### src/rtl/ex_config.svh
/* Build-time sizing for the execute subsystem.
   Include wherever widths, register count or unit latencies are needed. */

`ifndef EX_CONFIG_SVH
`define EX_CONFIG_SVH

// Datapath width in bits
`define EX_XLEN 32

// Architectural registers, register 0 hardwired to zero
`define EX_NREGS 32

// Divider iterations, one quotient bit per cycle
`define EX_DIV_CYCLES 32

// Cycles from MULH issue to accepted result, at least 3
`define EX_MULH_CYCLES 4

`endif
### src/rtl/ex_pkg.sv
/* Shared operator encodings and bundles of the execute subsystem.
   Members are referenced by scoped names. */

`include "ex_config.svh"

package ex_pkg;

  //////////////////////////////////////////////////////////////////////
  // Operator encodings
  //////////////////////////////////////////////////////////////////////

  // ALU operators, codes match the golden vectors
  typedef enum logic [3:0] {
    ALU_ADD  = 4'd0,
    ALU_SUB  = 4'd1,
    ALU_AND  = 4'd2,
    ALU_OR   = 4'd3,
    ALU_XOR  = 4'd4,
    ALU_SLL  = 4'd5,
    ALU_SRL  = 4'd6,
    ALU_SRA  = 4'd7,
    ALU_SLT  = 4'd8,
    ALU_SLTU = 4'd9,
    ALU_EQ   = 4'd10,
    ALU_NE   = 4'd11,
    ALU_LT   = 4'd12,
    ALU_GE   = 4'd13,
    ALU_DIVU = 4'd14,
    ALU_REMU = 4'd15
  } alu_op_e;

  // Low product or signed high product
  typedef enum logic {
    MULT_MUL  = 1'b0,
    MULT_MULH = 1'b1
  } mult_op_e;

  //////////////////////////////////////////////////////////////////////
  // Bundles
  //////////////////////////////////////////////////////////////////////

  // One decoded operation from issue
  typedef struct packed {
    alu_op_e                      alu_op;
    logic [`EX_XLEN-1:0]          op_a;
    logic [`EX_XLEN-1:0]          op_b;
    // Jump target for branches
    logic [`EX_XLEN-1:0]          op_c;
    logic                         mult_en;
    mult_op_e                     mult_op;
    logic                         branch;
    logic                         csr_access;
    logic [`EX_XLEN-1:0]          csr_rdata;
    // ALU write path destination
    logic                         alu_we;
    logic [$clog2(`EX_NREGS)-1:0] alu_waddr;
    // Load write path destination
    logic                         ld_we;
    logic [$clog2(`EX_NREGS)-1:0] ld_waddr;
  } issue_t;

  // Forwarded result into the register file
  typedef struct packed {
    logic                         we;
    logic [$clog2(`EX_NREGS)-1:0] waddr;
    logic [`EX_XLEN-1:0]          wdata;
  } fwd_t;

  // Load destination held in EX/WB
  typedef struct packed {
    logic                         we;
    logic [$clog2(`EX_NREGS)-1:0] waddr;
  } wb_t;

endpackage

### src/rtl/wb_regfile.sv
/* Writeback register file with ALU and load write ports and one read port.
   Load port wins on a same-address write; register 0 reads zero. */

`timescale 1ns/1ps

`include "ex_config.svh"

module wb_regfile (
  input  logic                          clk,
  input  logic                          rst_n,
  input  ex_pkg::fwd_t                  fwd_i,
  input  ex_pkg::wb_t                   wb_i,
  input  logic [`EX_XLEN-1:0]           ld_rdata_i,
  input  logic [$clog2(`EX_NREGS)-1:0]  raddr_i,
  output logic [`EX_XLEN-1:0]           rdata_o
);

  localparam int unsigned aw = $clog2(`EX_NREGS);

  logic [`EX_XLEN-1:0] regs [`EX_NREGS];

  // Hardwired zero, writes dropped
  assign regs[0] = '0;

  for (genvar i = 1; i < `EX_NREGS; i++)
  begin : g_reg
    localparam logic [aw-1:0] reg_addr = aw'(i);

    always_ff @(posedge clk or negedge rst_n)
    begin
      if (!rst_n)
      begin
        regs[i] <= '0;
      end
      else if (wb_i.we && (wb_i.waddr == reg_addr))
      begin
        // Load data first
        regs[i] <= ld_rdata_i;
      end
      else if (fwd_i.we && (fwd_i.waddr == reg_addr))
      begin
        regs[i] <= fwd_i.wdata;
      end
    end
  end

  // Combinational read for inspection
  assign rdata_o = regs[raddr_i];

endmodule

### config.mk
export PLATFORM = sky130hd
export DESIGN_NAME = wb_regfile
export DESIGN_NICKNAME = d
export VERILOG_FILES = /design/src/rtl/ex_pkg.sv /design/src/rtl/wb_regfile.sv
export VERILOG_INCLUDE_DIRS = /design/src /design/src/rtl
export SDC_FILE = /design/constraint.sdc
export NUM_CORES = 2
export LEC_CHECK = 0
export CAP_MARGIN = 40
export CORE_ASPECT_RATIO = 1.5
export CORE_UTILIZATION = 45
export CTS_CLUSTER_DIAMETER = 100
export DETAILED_ROUTE_END_ITERATION = 12
export DONT_BUFFER_PORTS = 1
export GPL_TIMING_DRIVEN = 0
export PLACE_DENSITY = 0.67
export REMOVE_ABC_BUFFERS = 1
export SLEW_MARGIN = 5
export SYNTH_ARGS = -nofsm -noshare
export SYNTH_HDL_FRONTEND = slang
export SYNTH_SLANG_ARGS = --single-unit
### constraint.sdc
create_clock -name clk -period 3 [get_ports clk]
set_clock_uncertainty 0.05 [all_clocks]
set_input_delay 0.15 -clock clk [delete_from_list [all_inputs] [get_ports clk]]
set_output_delay 0.15 -clock clk [all_outputs]
set_load 0.05 [all_outputs]
==> impl_metrics.yaml <==
min_path:
  min_path_type: "in2async"
finish:
  final_cell_mix: "mux2i_1 (1090), dfrtp_1 (992), nor2_1 (514), a21oi_1 (512), nand2_1 (482)"
  largest_registers: "regs: 992 flops"
  syn2layout_area_growth_pct: 16.47
  largest_reg_flops: 992
  layout_commonest_cell: "mux2i_1"
  top_register: "regs"
  drive_gt1_share_pct: 13.27
  fin_nets: 5197
  fill_cells: 10060
critical_path:
  r2r_slack_ps: 1090
  r2r-end: "regs[480]"
  crit_chain: "nor2b_4, buf_16, a22o_1, a211oi_1, o31ai_2, buf_6"
  crit_path_top_delay_cell: "nor2b_4"
  r2r_cells: 4
  endpoint_kind: "output port"
  crit_type: "in2out"
  rr_startpoint: "regs[480]"
  slowest_delay_ps: 940
  start_kind: "input pin"
  required_ps: 2800
  critPathMaxFanout: 289
  critPathArrivalTime_ps: 2990
route:
  post_drt_wl_per_cell_um: 27.04
  routed_via_density: 6.209
  drt_iter0_drc: 4660
  dr.pass1.iters: 8
  drc: 0
  ant_nets: 0
  wl_mm: 183.0
  vias: 42032
yosys:
  synthesis.instances: 5247
  synth_seq_cells: 992
  synth_area_leader_cell: "dfrtp_1"
  synth_area_leaders: "dfrtp_1 (46%), mux2i_1 (20%), mux4_2 (8.0%)"
  syn-cell-area_mm2: 0.05422
  netlist-cell-type-count: 36
  synth_warnings: 0
  synth-edff-count: 0
  syn_avg_cell_area_um2: 10.33
  synth.top_cell.area_share_pct: 45.78
  synth-main-ff-cell: "dfrtp_1"
  ys_async_sr_fraction_pct: 100.0
  synth-seq-area-share_pct: 45.78
global_routing:
  grtUsageMet1_pct: 36.52
  grt_pass1_wl_mm: 269.9
  grt_pass1_vias: 41772
  grt_max_degree: 993
  top_usage_layer: "met2"
  use_met3_pct: 6.514
  antenna_found_initial: 4
  use_met2_pct: 47.81
  grt_usage_pct: 29.62
  overflow: 0
die:
  core_mm2: 0.1193
  initial_core_util_pct: 45.46
  rows: 155
  die-area_mm2: 0.1219
  dieWidth_um: 285.4
  fp.dieH_um: 427.1
  ioPinCount: 115
timing:
  hold_viol_final: 170
  slew_violations: 56
  period_minus_slack_ps: 3189
  fin_setup_tns_ps: -729.2
  max_slew.worst_pin.slew_ps: 1540
  setup-violations-final: 8
  worst_slack_ps: -189.3
  rsz0062_at_grt: "false"
  fin_crit_sh_pct: 106.3
  fin_hold_ws_ps: -598.8
  slew_headroom_pct: -2.662
  fmax_mhz: 313.6
cts:
  clkSinkCount: 992
  hold_buffers: 205
  cts_buffers: 95
  clock_path_buffers: 3
  cts_max_level: 3
  root_buffer: "clkbuf_16"
  cts_tree: "done"
  clk_pin_slew_ps: 60
  clock_latency_ps: 700
placement:
  io_buffer_count: 0
  dp_hpwl_mm: 105.0
  place_ws_ps: 522.5
  gp_congestion: 0.7794
job:
  maxCapViolCount: 0
power:
  total_power_w: 0.04087
  power_density_mw_per_mm2: 647.1
  leakagePower_nw: 28.75
  ir_worst_vdd_uv: 450.6
status:
  outcome: "finished with violations"
  violations: "hold timing, slew limit, setup timing"
## cell families after synthesis
kind of cell | Yosys count | synth area share, %
flip-flops | 992 | 45.78
AND/OR/NAND/NOR | 1123 | 8.280
multiplexers | 1313 | 28.74
buffers and inverters | 604 | 4.954
AO/OA/AOI/OAI | 1215 | 12.24
## area by class of cell
class / count / area [um^2] / share of cell area, %
repair buffers: 373 / 5637 / 8.925
inverters: 1 / 3.754 / 0.005944
multi-input cells: 3651 / 27390 / 43.37
well taps: 1570 / 1964 / 3.111
diodes: 6 / 15.01 / 0.02377
clock buffers: 138 / 2790 / 4.418
clock inverters: 38 / 529.3 / 0.8381
flip-flops and latches: 992 / 24820 / 39.31
## metal layers
layer  vias up  part of all wire (%)
met5         -                     0
met4         0                   6.6
met3       728                   8.8
met2      2168                    47
met1     20843                    38
li1      18293                     -
## power breakdown
group	leakage [nW]	switching [W]	internal (W)
logic	15.0	0.00418	0.00485
clock network	1.65	0.00553	0.00743
registers	12.1	0.00194	0.0169
## metrics by stage
stage	hold slack (ps)	utilization [%]	std cells	cell area [um^2]
finish	-598.8	52.95	6769	63150
global placement	-84.79	44.86	6214	53500
floorplan	-195.6	-	4644	51540
global route	-476.1	52.95	6769	63150
detailed placement	-92.57	47.54	6343	56700
CTS	-847.8	52.33	6724	62410
## Yosys cell counts (11+ instances only)
cell type	count
and2_1	37
o22ai_1	32
mux4_2	192
dfrtp_1	992
o31ai_1	32
nor2_1	531
mux2i_1	1090
buf_2	86
clkbuf_1	435
o21ai_0	445
buf_6	11
a211oi_1	32
nand2_1	507
a21oi_1	512
mux2_2	31
a22o_1	95
buf_4	61
o21ai_1	67
## what timing repair did
action,4_1_cts,5_1_grt
resized for setup,0,0
setup endpoints to repair,0,198
hold endpoints to repair,1984,170
buffers inserted,0,1
## how the worst max path moves through the flow
| stage | endpoint | slack (ps) | startpoint | depth (start not counted) |
|---|---|---|---|---|
| 4_1_cts | rdata_o[29] | 130 | regs[253] | 5 |
| 2_1_floorplan | regs[352] | -90 | wb_i[3] | 3 |
| 3_5_place_dp | rdata_o[19] | 520 | raddr_i[0] | 5 |
| 5_1_grt | rdata_o[1] | 9 | raddr_i[0] | 6 |
| 3_3_place_gp | rdata_o[21] | -3340 | raddr_i[0] | 4 |
| 6_report | rdata_o[1] | -190 | raddr_i[0] | 6 |
## worst max-delay path, delay by kind of cell
family | cells | cell delay (ps)
buffers and inverters | 2 | 490
AO/OA/AOI/OAI | 3 | 770
AND/OR/NAND/NOR | 1 | 940
No activity file was read; power rests on OpenSTA's default activity.
