<file path="config.mk">
export PLATFORM = sky130hd
export DESIGN_NAME = ex_stage
export DESIGN_NICKNAME = d
export VERILOG_FILES = /design/src/rtl/ex_pkg.sv /design/src/rtl/ex_stage.sv /design/src/rtl/ex_mult.sv /design/src/rtl/ex_alu.sv
export VERILOG_INCLUDE_DIRS = /design/src /design/src/rtl
export SDC_FILE = /design/constraint.sdc
export NUM_CORES = 2
export LEC_CHECK = 0
export BUFFER_PORTS_ARGS = -buffer_cell sky130_fd_sc_hd__buf_2
export CAP_MARGIN = 20
export CORE_MARGIN = 2
export CORE_UTILIZATION = 53
export DETAILED_ROUTE_END_ITERATION = 8
export PLACE_DENSITY = 0.72
export REMOVE_ABC_BUFFERS = 1
export SETUP_SLACK_MARGIN = 0.15
export SYNTH_ARGS = -nofsm -noshare
export SYNTH_HDL_FRONTEND = slang
export SYNTH_HIERARCHICAL = 1
export SYNTH_SLANG_ARGS = --single-unit
</file>
<file path="constraint.sdc">
create_clock -name clk -period 11.9 [get_ports clk]
set_clock_uncertainty 0.15 [all_clocks]
set_input_delay 2.38 -clock clk [delete_from_list [all_inputs] [get_ports clk]]
set_output_delay 2.38 -clock clk [all_outputs]
set_load 0.01 [all_outputs]
</file>
<file path="src/rtl/ex_config.svh">
/* Build-time sizing for the execute subsystem.
   Include wherever widths, register count or unit latencies are needed. */

`ifndef EX_CONFIG_SVH
`define EX_CONFIG_SVH

// Datapath width in bits
`define EX_XLEN 32

// Architectural registers, register 0 hardwired to zero
`define EX_NREGS 32

// Divider iterations, one quotient bit per cycle
`define EX_DIV_CYCLES 32

// Cycles from MULH issue to accepted result, at least 3
`define EX_MULH_CYCLES 4

`endif
</file>
<file path="src/rtl/ex_pkg.sv">
/* Shared operator encodings and bundles of the execute subsystem.
   Members are referenced by scoped names. */

`include "ex_config.svh"

package ex_pkg;

  //////////////////////////////////////////////////////////////////////
  // Operator encodings
  //////////////////////////////////////////////////////////////////////

  // ALU operators, codes match the golden vectors
  typedef enum logic [3:0] {
    ALU_ADD  = 4'd0,
    ALU_SUB  = 4'd1,
    ALU_AND  = 4'd2,
    ALU_OR   = 4'd3,
    ALU_XOR  = 4'd4,
    ALU_SLL  = 4'd5,
    ALU_SRL  = 4'd6,
    ALU_SRA  = 4'd7,
    ALU_SLT  = 4'd8,
    ALU_SLTU = 4'd9,
    ALU_EQ   = 4'd10,
    ALU_NE   = 4'd11,
    ALU_LT   = 4'd12,
    ALU_GE   = 4'd13,
    ALU_DIVU = 4'd14,
    ALU_REMU = 4'd15
  } alu_op_e;

  // Low product or signed high product
  typedef enum logic {
    MULT_MUL  = 1'b0,
    MULT_MULH = 1'b1
  } mult_op_e;

  //////////////////////////////////////////////////////////////////////
  // Bundles
  //////////////////////////////////////////////////////////////////////

  // One decoded operation from issue
  typedef struct packed {
    alu_op_e                      alu_op;
    logic [`EX_XLEN-1:0]          op_a;
    logic [`EX_XLEN-1:0]          op_b;
    // Jump target for branches
    logic [`EX_XLEN-1:0]          op_c;
    logic                         mult_en;
    mult_op_e                     mult_op;
    logic                         branch;
    logic                         csr_access;
    logic [`EX_XLEN-1:0]          csr_rdata;
    // ALU write path destination
    logic                         alu_we;
    logic [$clog2(`EX_NREGS)-1:0] alu_waddr;
    // Load write path destination
    logic                         ld_we;
    logic [$clog2(`EX_NREGS)-1:0] ld_waddr;
  } issue_t;

  // Forwarded result into the register file
  typedef struct packed {
    logic                         we;
    logic [$clog2(`EX_NREGS)-1:0] waddr;
    logic [`EX_XLEN-1:0]          wdata;
  } fwd_t;

  // Load destination held in EX/WB
  typedef struct packed {
    logic                         we;
    logic [$clog2(`EX_NREGS)-1:0] waddr;
  } wb_t;

endpackage

</file>
<file path="src/rtl/ex_stage.sv">
/* Execute stage hosting ALU and multiplier, result mux and EX/WB register.
   Results forward combinationally; ready and valid come from the unit readies. */

`timescale 1ns/1ps

`include "ex_config.svh"

module ex_stage (
  input  logic                clk,
  input  logic                rst_n,
  input  ex_pkg::issue_t      issue_i,
  input  logic                lsu_ready_i,
  input  logic                wb_ready_i,
  output ex_pkg::fwd_t        fwd_o,
  output ex_pkg::wb_t         wb_o,
  output logic [`EX_XLEN-1:0] jump_target_o,
  output logic                branch_decision_o,
  output logic                ex_ready_o,
  output logic                ex_valid_o
);

  logic [`EX_XLEN-1:0] alu_result;
  logic [`EX_XLEN-1:0] mult_result;
  logic [`EX_XLEN-1:0] alu_csr_result;
  logic                alu_cmp;
  logic                alu_ready;
  logic                mult_ready;

  //////////////////////////////////////////////////////////////////////
  // Functional units
  //////////////////////////////////////////////////////////////////////

  ex_alu i_ex_alu (
    .clk                 (clk),
    .rst_n               (rst_n),
    .operator_i          (issue_i.alu_op),
    .operand_a_i         (issue_i.op_a),
    .operand_b_i         (issue_i.op_b),
    .ex_ready_i          (ex_ready_o),
    .result_o            (alu_result),
    .comparison_result_o (alu_cmp),
    .ready_o             (alu_ready)
  );

  ex_mult i_ex_mult (
    .clk        (clk),
    .rst_n      (rst_n),
    .enable_i   (issue_i.mult_en),
    .operator_i (issue_i.mult_op),
    .op_a_i     (issue_i.op_a),
    .op_b_i     (issue_i.op_b),
    .ex_ready_i (ex_ready_o),
    .result_o   (mult_result),
    .ready_o    (mult_ready)
  );

  // Result mux, multiplier over CSR over ALU
  assign alu_csr_result = issue_i.csr_access ? issue_i.csr_rdata : alu_result;

  // Stalled ops never write
  assign fwd_o.we    = issue_i.alu_we & ex_valid_o;
  assign fwd_o.waddr = issue_i.alu_waddr;
  assign fwd_o.wdata = issue_i.mult_en ? mult_result : alu_csr_result;

  // Branch target and decision straight out
  assign jump_target_o     = issue_i.op_c;
  assign branch_decision_o = alu_cmp;

  //////////////////////////////////////////////////////////////////////
  // EX/WB register and stall control
  //////////////////////////////////////////////////////////////////////

  always_ff @(posedge clk or negedge rst_n)
  begin
    if (!rst_n)
    begin
      wb_o <= '0;
    end
    else if (ex_valid_o)
    begin
      wb_o.we    <= issue_i.ld_we;
      wb_o.waddr <= issue_i.ld_waddr;
    end
    else if (wb_ready_i)
    begin
      // Bubble, flush the load write
      wb_o.we <= 1'b0;
    end
  end

  // Branches finish here, so ready does not wait on WB
  assign ex_valid_o = alu_ready & mult_ready & lsu_ready_i & wb_ready_i;
  assign ex_ready_o = ex_valid_o | issue_i.branch;

endmodule

</file>
<file path="src/rtl/ex_mult.sv">
/* Multiplier of the execute stage.
   MUL answers in the issue cycle; MULH stalls through ready until the high word is held. */

`timescale 1ns/1ps

`include "ex_config.svh"

module ex_mult (
  input  logic                clk,
  input  logic                rst_n,
  input  logic                enable_i,
  input  ex_pkg::mult_op_e    operator_i,
  input  logic [`EX_XLEN-1:0] op_a_i,
  input  logic [`EX_XLEN-1:0] op_b_i,
  input  logic                ex_ready_i,
  output logic [`EX_XLEN-1:0] result_o,
  output logic                ready_o
);

  typedef enum logic [1:0] {IDLE, BUSY, DONE} mulh_state_e;

  // IDLE cycle, BUSY cycles, then DONE make up the full latency
  localparam int unsigned cnt_w = $clog2(`EX_MULH_CYCLES);
  localparam logic [cnt_w-1:0] cnt_last = cnt_w'(`EX_MULH_CYCLES - 3);

  mulh_state_e                state_q;
  logic [cnt_w-1:0]           cnt_q;
  logic                       mulh_start;
  logic [`EX_XLEN-1:0]        mul_lo;
  logic [`EX_XLEN-1:0]        a_q;
  logic [`EX_XLEN-1:0]        b_q;
  logic signed [2*`EX_XLEN-1:0] mulh_prod;
  logic [`EX_XLEN-1:0]        hi_q;

  assign mulh_start = enable_i && (operator_i == ex_pkg::MULT_MULH);

  // Low word, same for signed and unsigned operands
  assign mul_lo = op_a_i * op_b_i;

  // Full signed product from the captured operands, multicycle path
  assign mulh_prod = $signed(a_q) * $signed(b_q);

  //////////////////////////////////////////////////////////////////////
  // MULH sequencer
  //////////////////////////////////////////////////////////////////////

  always_ff @(posedge clk or negedge rst_n)
  begin
    if (!rst_n)
    begin
      state_q <= IDLE;
      cnt_q   <= '0;
    end
    else
    begin
      case (state_q)
        IDLE:
        begin
          if (mulh_start)
          begin
            state_q <= BUSY;
            cnt_q   <= '0;
          end
        end
        BUSY:
        begin
          if (cnt_q == cnt_last)
          begin
            state_q <= DONE;
          end
          cnt_q <= cnt_q + 1'b1;
        end
        default:
        begin
          // Hold the high word through back-pressure
          if (ex_ready_i)
          begin
            state_q <= IDLE;
          end
        end
      endcase
    end
  end

  // Operands in at start, high word out on the last BUSY cycle
  always_ff @(posedge clk)
  begin
    if ((state_q == IDLE) && mulh_start)
    begin
      a_q <= op_a_i;
      b_q <= op_b_i;
    end
    if ((state_q == BUSY) && (cnt_q == cnt_last))
    begin
      hi_q <= mulh_prod[2*`EX_XLEN-1:`EX_XLEN];
    end
  end

  assign result_o = (operator_i == ex_pkg::MULT_MULH) ? hi_q : mul_lo;
  assign ready_o  = (state_q == DONE) || ((state_q == IDLE) && !mulh_start);

endmodule

</file>
<file path="src/rtl/ex_alu.sv">
/* Execute-stage ALU with arithmetic, logic, shift and compare results.
   DIVU and REMU run an iterative divider and hold ready low until done. */

`timescale 1ns/1ps

`include "ex_config.svh"

module ex_alu (
  input  logic                clk,
  input  logic                rst_n,
  input  ex_pkg::alu_op_e     operator_i,
  input  logic [`EX_XLEN-1:0] operand_a_i,
  input  logic [`EX_XLEN-1:0] operand_b_i,
  input  logic                ex_ready_i,
  output logic [`EX_XLEN-1:0] result_o,
  output logic                comparison_result_o,
  output logic                ready_o
);

  typedef enum logic [1:0] {IDLE, RUN, DONE} div_state_e;

  localparam int unsigned cnt_w = $clog2(`EX_DIV_CYCLES);
  localparam logic [cnt_w-1:0] cnt_last = cnt_w'(`EX_DIV_CYCLES - 1);

  logic [$clog2(`EX_XLEN)-1:0] shamt;
  logic                        lt_s;
  logic                        lt_u;
  logic                        eq;
  logic                        div_op;

  div_state_e                  div_state_q;
  logic [cnt_w-1:0]            div_cnt_q;
  logic [`EX_XLEN-1:0]         div_quot_q;
  logic [`EX_XLEN-1:0]         div_rem_q;
  logic [`EX_XLEN-1:0]         div_den_q;
  logic [`EX_XLEN:0]           div_shift;
  logic [`EX_XLEN+1:0]         div_trial;

  assign shamt  = operand_b_i[$clog2(`EX_XLEN)-1:0];
  assign lt_s   = $signed(operand_a_i) < $signed(operand_b_i);
  assign lt_u   = operand_a_i < operand_b_i;
  assign eq     = operand_a_i == operand_b_i;
  assign div_op = (operator_i == ex_pkg::ALU_DIVU) || (operator_i == ex_pkg::ALU_REMU);

  //////////////////////////////////////////////////////////////////////
  // Comparisons and single-cycle results
  //////////////////////////////////////////////////////////////////////

  // Branch and set-less-than decisions
  always_comb
  begin
    case (operator_i)
      ex_pkg::ALU_EQ:   comparison_result_o = eq;
      ex_pkg::ALU_NE:   comparison_result_o = !eq;
      ex_pkg::ALU_LT,
      ex_pkg::ALU_SLT:  comparison_result_o = lt_s;
      ex_pkg::ALU_GE:   comparison_result_o = !lt_s;
      ex_pkg::ALU_SLTU: comparison_result_o = lt_u;
      default:          comparison_result_o = 1'b0;
    endcase
  end

  always_comb
  begin
    case (operator_i)
      ex_pkg::ALU_ADD:  result_o = operand_a_i + operand_b_i;
      ex_pkg::ALU_SUB:  result_o = operand_a_i - operand_b_i;
      ex_pkg::ALU_AND:  result_o = operand_a_i & operand_b_i;
      ex_pkg::ALU_OR:   result_o = operand_a_i | operand_b_i;
      ex_pkg::ALU_XOR:  result_o = operand_a_i ^ operand_b_i;
      ex_pkg::ALU_SLL:  result_o = operand_a_i << shamt;
      ex_pkg::ALU_SRL:  result_o = operand_a_i >> shamt;
      ex_pkg::ALU_SRA:  result_o = $unsigned($signed(operand_a_i) >>> shamt);
      // Quotient and remainder only valid once the divider is in DONE
      ex_pkg::ALU_DIVU: result_o = div_quot_q;
      ex_pkg::ALU_REMU: result_o = div_rem_q;
      // Compare ops return the decision in bit 0
      default:          result_o = {{(`EX_XLEN-1){1'b0}}, comparison_result_o};
    endcase
  end

  //////////////////////////////////////////////////////////////////////
  // Restoring divider
  //////////////////////////////////////////////////////////////////////

  // Next dividend bit shifted into the partial remainder
  assign div_shift = {div_rem_q, div_quot_q[`EX_XLEN-1]};
  // Negative trial means the divisor does not fit
  assign div_trial = {1'b0, div_shift} - {2'b00, div_den_q};

  // Sequencer, DONE waits for the stage to accept the result
  always_ff @(posedge clk or negedge rst_n)
  begin
    if (!rst_n)
    begin
      div_state_q <= IDLE;
      div_cnt_q   <= '0;
    end
    else
    begin
      case (div_state_q)
        IDLE:
        begin
          if (div_op)
          begin
            div_state_q <= RUN;
            div_cnt_q   <= '0;
          end
        end
        RUN:
        begin
          if (div_cnt_q == cnt_last)
          begin
            div_state_q <= DONE;
          end
          div_cnt_q <= div_cnt_q + 1'b1;
        end
        default:
        begin
          if (ex_ready_i)
          begin
            div_state_q <= IDLE;
          end
        end
      endcase
    end
  end

  // One quotient bit per RUN cycle
  // Zero divisor never borrows, so quotient ends all ones and remainder equals dividend
  always_ff @(posedge clk)
  begin
    if ((div_state_q == IDLE) && div_op)
    begin
      div_quot_q <= operand_a_i;
      div_rem_q  <= '0;
      div_den_q  <= operand_b_i;
    end
    else if (div_state_q == RUN)
    begin
      if (div_trial[`EX_XLEN+1])
      begin
        div_rem_q <= div_shift[`EX_XLEN-1:0];
      end
      else
      begin
        div_rem_q <= div_trial[`EX_XLEN-1:0];
      end
      div_quot_q <= {div_quot_q[`EX_XLEN-2:0], !div_trial[`EX_XLEN+1]};
    end
  end

  // Stall from divide issue until the result sits in DONE
  assign ready_o = (div_state_q == DONE) || ((div_state_q == IDLE) && !div_op);

endmodule

</file>
==> impl_metrics.py <==
metrics = {
    "outcome": {
        "status": "finished clean",
    },
    "setup_path": {
        "start_kind": "primary input",
        "worstPathArrival_ps": 9050,
        "worstSetupEndpointType": "output pin",
        "required_ps": 9370,
        "critPathKind": "primary input to output pin",
        "path_max_fanout": 11,
        "crit_path_frequent_cell": "fa_1",
        "reg2reg_slack_ps": 2300,
        "cpPeakStageDelay_ps": 580,
        "critPathSlowestCell": "fa_1",
    },
    "timing": {
        "clock.fmax_mhz": 86.4,
        "max_slew_margin_pct": 20.2,
        "final_max_slew_viol_count": 0,
        "fin_tns_setup_ps": 0,
        "min_period_ps": 11580,
        "hold_viol_final": 0,
        "finalSetupViolCount": 0,
        "fin_crit_sh_pct": 97.3,
        "worst_slew_pin_slew_ps": 1200,
        "grt_setup_unrepaired": "yes",
    },
    "global_route": {
        "grt_pass1_vias": 60600,
        "grt_pass1_wl_um": 371000,
        "grt_max_degree": 90,
        "track_usage_pct": 36.2,
        "grt-ovfl-total": 0,
        "antenna_found_initial": 17,
    },
    "job": {
        "cap_violations": 0,
    },
    "cells_and_area": {
        "areaGrowthSynthToFinish_pct": 6.36,
        "drive_above_1_share_pct": 8.32,
        "final_nets": 9878,
        "fillerInstances": 11800,
    },
    "placed_design": {
        "gp_congestion": 1.06,
        "io_buffers": 156,
        "hpwl_um": 188000,
    },
    "clock_network": {
        "clk_latency_ps": 610,
        "postCtsHoldBufs": 0,
        "tritoncts": "built",
        "clock_sinks": 209,
        "clock_path_buffers": 3,
        "cts_root_buf": "clkbuf_16",
        "numCtsBuffers": 25,
        "htree_levels": 1,
        "clkSlewWorstSetupHoldPaths_ps": 60,
    },
    "die": {
        "core_um2": 132000,
        "initial_core_util_pct": 53.5,
        "pin_count": 231,
        "die-area_um2": 136000,
        "die_y_um": 369,
        "fp-row-count": 133,
        "die_x_um": 369,
    },
    "synthesis": {
        "netlist_area_um2": 70600,
        "syn_inst": 7835,
        "synthArstFlopShare_pct": 8.13,
        "synth.largest_area_cell": "fa_1",
        "synth_edf_count": 160,
        "yosys_warnings": 6,
        "ys_seq_area_share_pct": 8.31,
        "synth_top_area_share_pct": 42.3,
        "syn_avg_cell_area_um2": 9.02,
        "synth_cell_type_count": 112,
        "ys_top_cells_by_area": "fa_1, inv_1, ha_1",
        "ys.flop_type": "edfxtp_1",
        "synth_seq_cells": 209,
    },
    "routing": {
        "drt-initial-drc-count": 5699,
        "totalWireLength_um": 242000,
        "via_per_inst": 5.97,
        "drc": 0,
        "first_pass_iters": 6,
        "postRouteAntennaNets": 0,
        "wl_per_cell_um": 25.3,
        "via_count": 57100,
    },
    "worst_hold_path": {
        "hold_path_class": "flip-flop to flip-flop",
    },
}
cell usage after synthesis (44+ instances only):
cell type,number
buf_4,44
inv_1,1582
o21ai_0,232
clkbuf_1,373
and2_1,650
nand3_1,62
edfxtp_1,160
fa_1,1492
xor2_1,62
ha_1,438
mux4_2,48
mux2i_1,119
a21o_1,55
nand2_1,1136
a21oi_1,216
xnor2_1,114
nor2_1,240
worst max-delay path: cells and delay by family:
family / cells / cell delay, ps
adders and majority gates: 9 / 4290
buffers and inverters: 8 / 940
and+or+nand+nor: 6 / 780
AOI/OAI and AO/OA: 5 / 490
xor gates and xnor gates: 1 / 160
registers in the layout, summed over array words and instances, names as in the netlist:
| name | count |
|---|---|
| i_ex_alu/div_cnt_q | 5 |
| i_ex_alu/div_den_q | 32 |
| i_ex_alu/div_quot_q | 32 |
| i_ex_alu/div_rem_q | 32 |
| i_ex_alu/div_state_q | 2 |
| i_ex_mult/a_q | 32 |
| i_ex_mult/b_q | 32 |
| i_ex_mult/cnt_q | 2 |
| i_ex_mult/hi_q | 32 |
| i_ex_mult/state_q | 2 |
| wb_o | 6 |
per-stage QoR:
step	instances	worst slack, ps	util [%]	area, um2	hold WS, ps
global placement	9511	77.1	55.7	73500	329
global route	9570	71.2	56.9	75100	355
detailed placement	9512	2.08	55.7	73600	337
CTS	9558	87.6	56.5	74500	353
floorplan	7347	877	-	68500	309
finish	9574	320	56.9	75100	351
cell type report:
cell class                 instances  area, um2  area share, %
multi-input combinational       5553      57000           75.8
clock buffer                      25        626          0.833
tap                             1755       2200           2.92
antenna                            4       10.0         0.0133
inverter                        1585       5950           7.92
clock inverter                    21        322          0.428
sequential                       209       5870           7.81
timing repair buffer             422       3190           4.25
metal layers:
layer	global-route usage, %	up-vias	wire length (um)	share of wire (%)
li1	-	24000	-	-
met1	48.9	29200	93100	38
met2	56.4	3208	109000	45
met3	8.63	688	28000	12
met4	13.9	24	11600	4.8
met5	0.249	-	172	0.071
cells by family (layout without fill, tap and decap cells):
logic type	after synthesis	after routing	synth area share, %
AND/OR/NAND/NOR	2336	2336	15.9
multiplexers	194	194	3.65
flip-flops	209	209	8.31
adder cells (fa/ha/maj)	1930	1930	50.0
buffers and inverters	2073	2053	11.4
other	0	4	0
AO/OA/AOI/OAI	917	917	8.50
XOR/XNOR	176	176	2.18
what timing repair did:
action | 4_1_cts | 5_1_grt
cloned | 0 | 2
resized for setup | 7 | 137
setup endpoints to repair | 7 | 13
pin swaps | 2 | 41
buffers inserted | 0 | 6
final timing paths:
check,start,endpoint,cells after the start
setup / recovery,issue_i[117],fwd_o[30],29
hold / removal,wb_o[0],wb_o[0],1
setup reg to reg,i_ex_mult/b_q[2],i_ex_mult/hi_q[31],23
hold reg to reg,wb_o[0],wb_o[0],1
max in group asynchronous,rst_n,i_ex_mult/state_q[1],1
min in group asynchronous,rst_n,wb_o[0],1
layout by cell type (no fill, tap or decap), drive strengths merged, types with 17 or more instances in the layout:
cell type and n:
nand4 27, nor3 45, o21a 21, nand3 62, ha 438, nor2 240
mux2i 119, o21ai 270, nand2b 30, a31oi 30, dfrtp 17, edfxtp 160
fa 1492, a21o 55, nand2 1136, a221oi 20, mux2 27, a2111oi 17
dfxtp 32, xor2 62, a21oi 219, o31ai 20, and3 27, o211ai 36
buf 413, clkbuf 34, nor2b 23, or3 19, inv 1586, o22ai 22
a211oi 38, and2 651, xnor2 114, nor4 18, mux4 48, o21bai 25
Power is not shown: default switching activity piles up to over one toggle a cycle in this logic, so the estimate is an artifact.
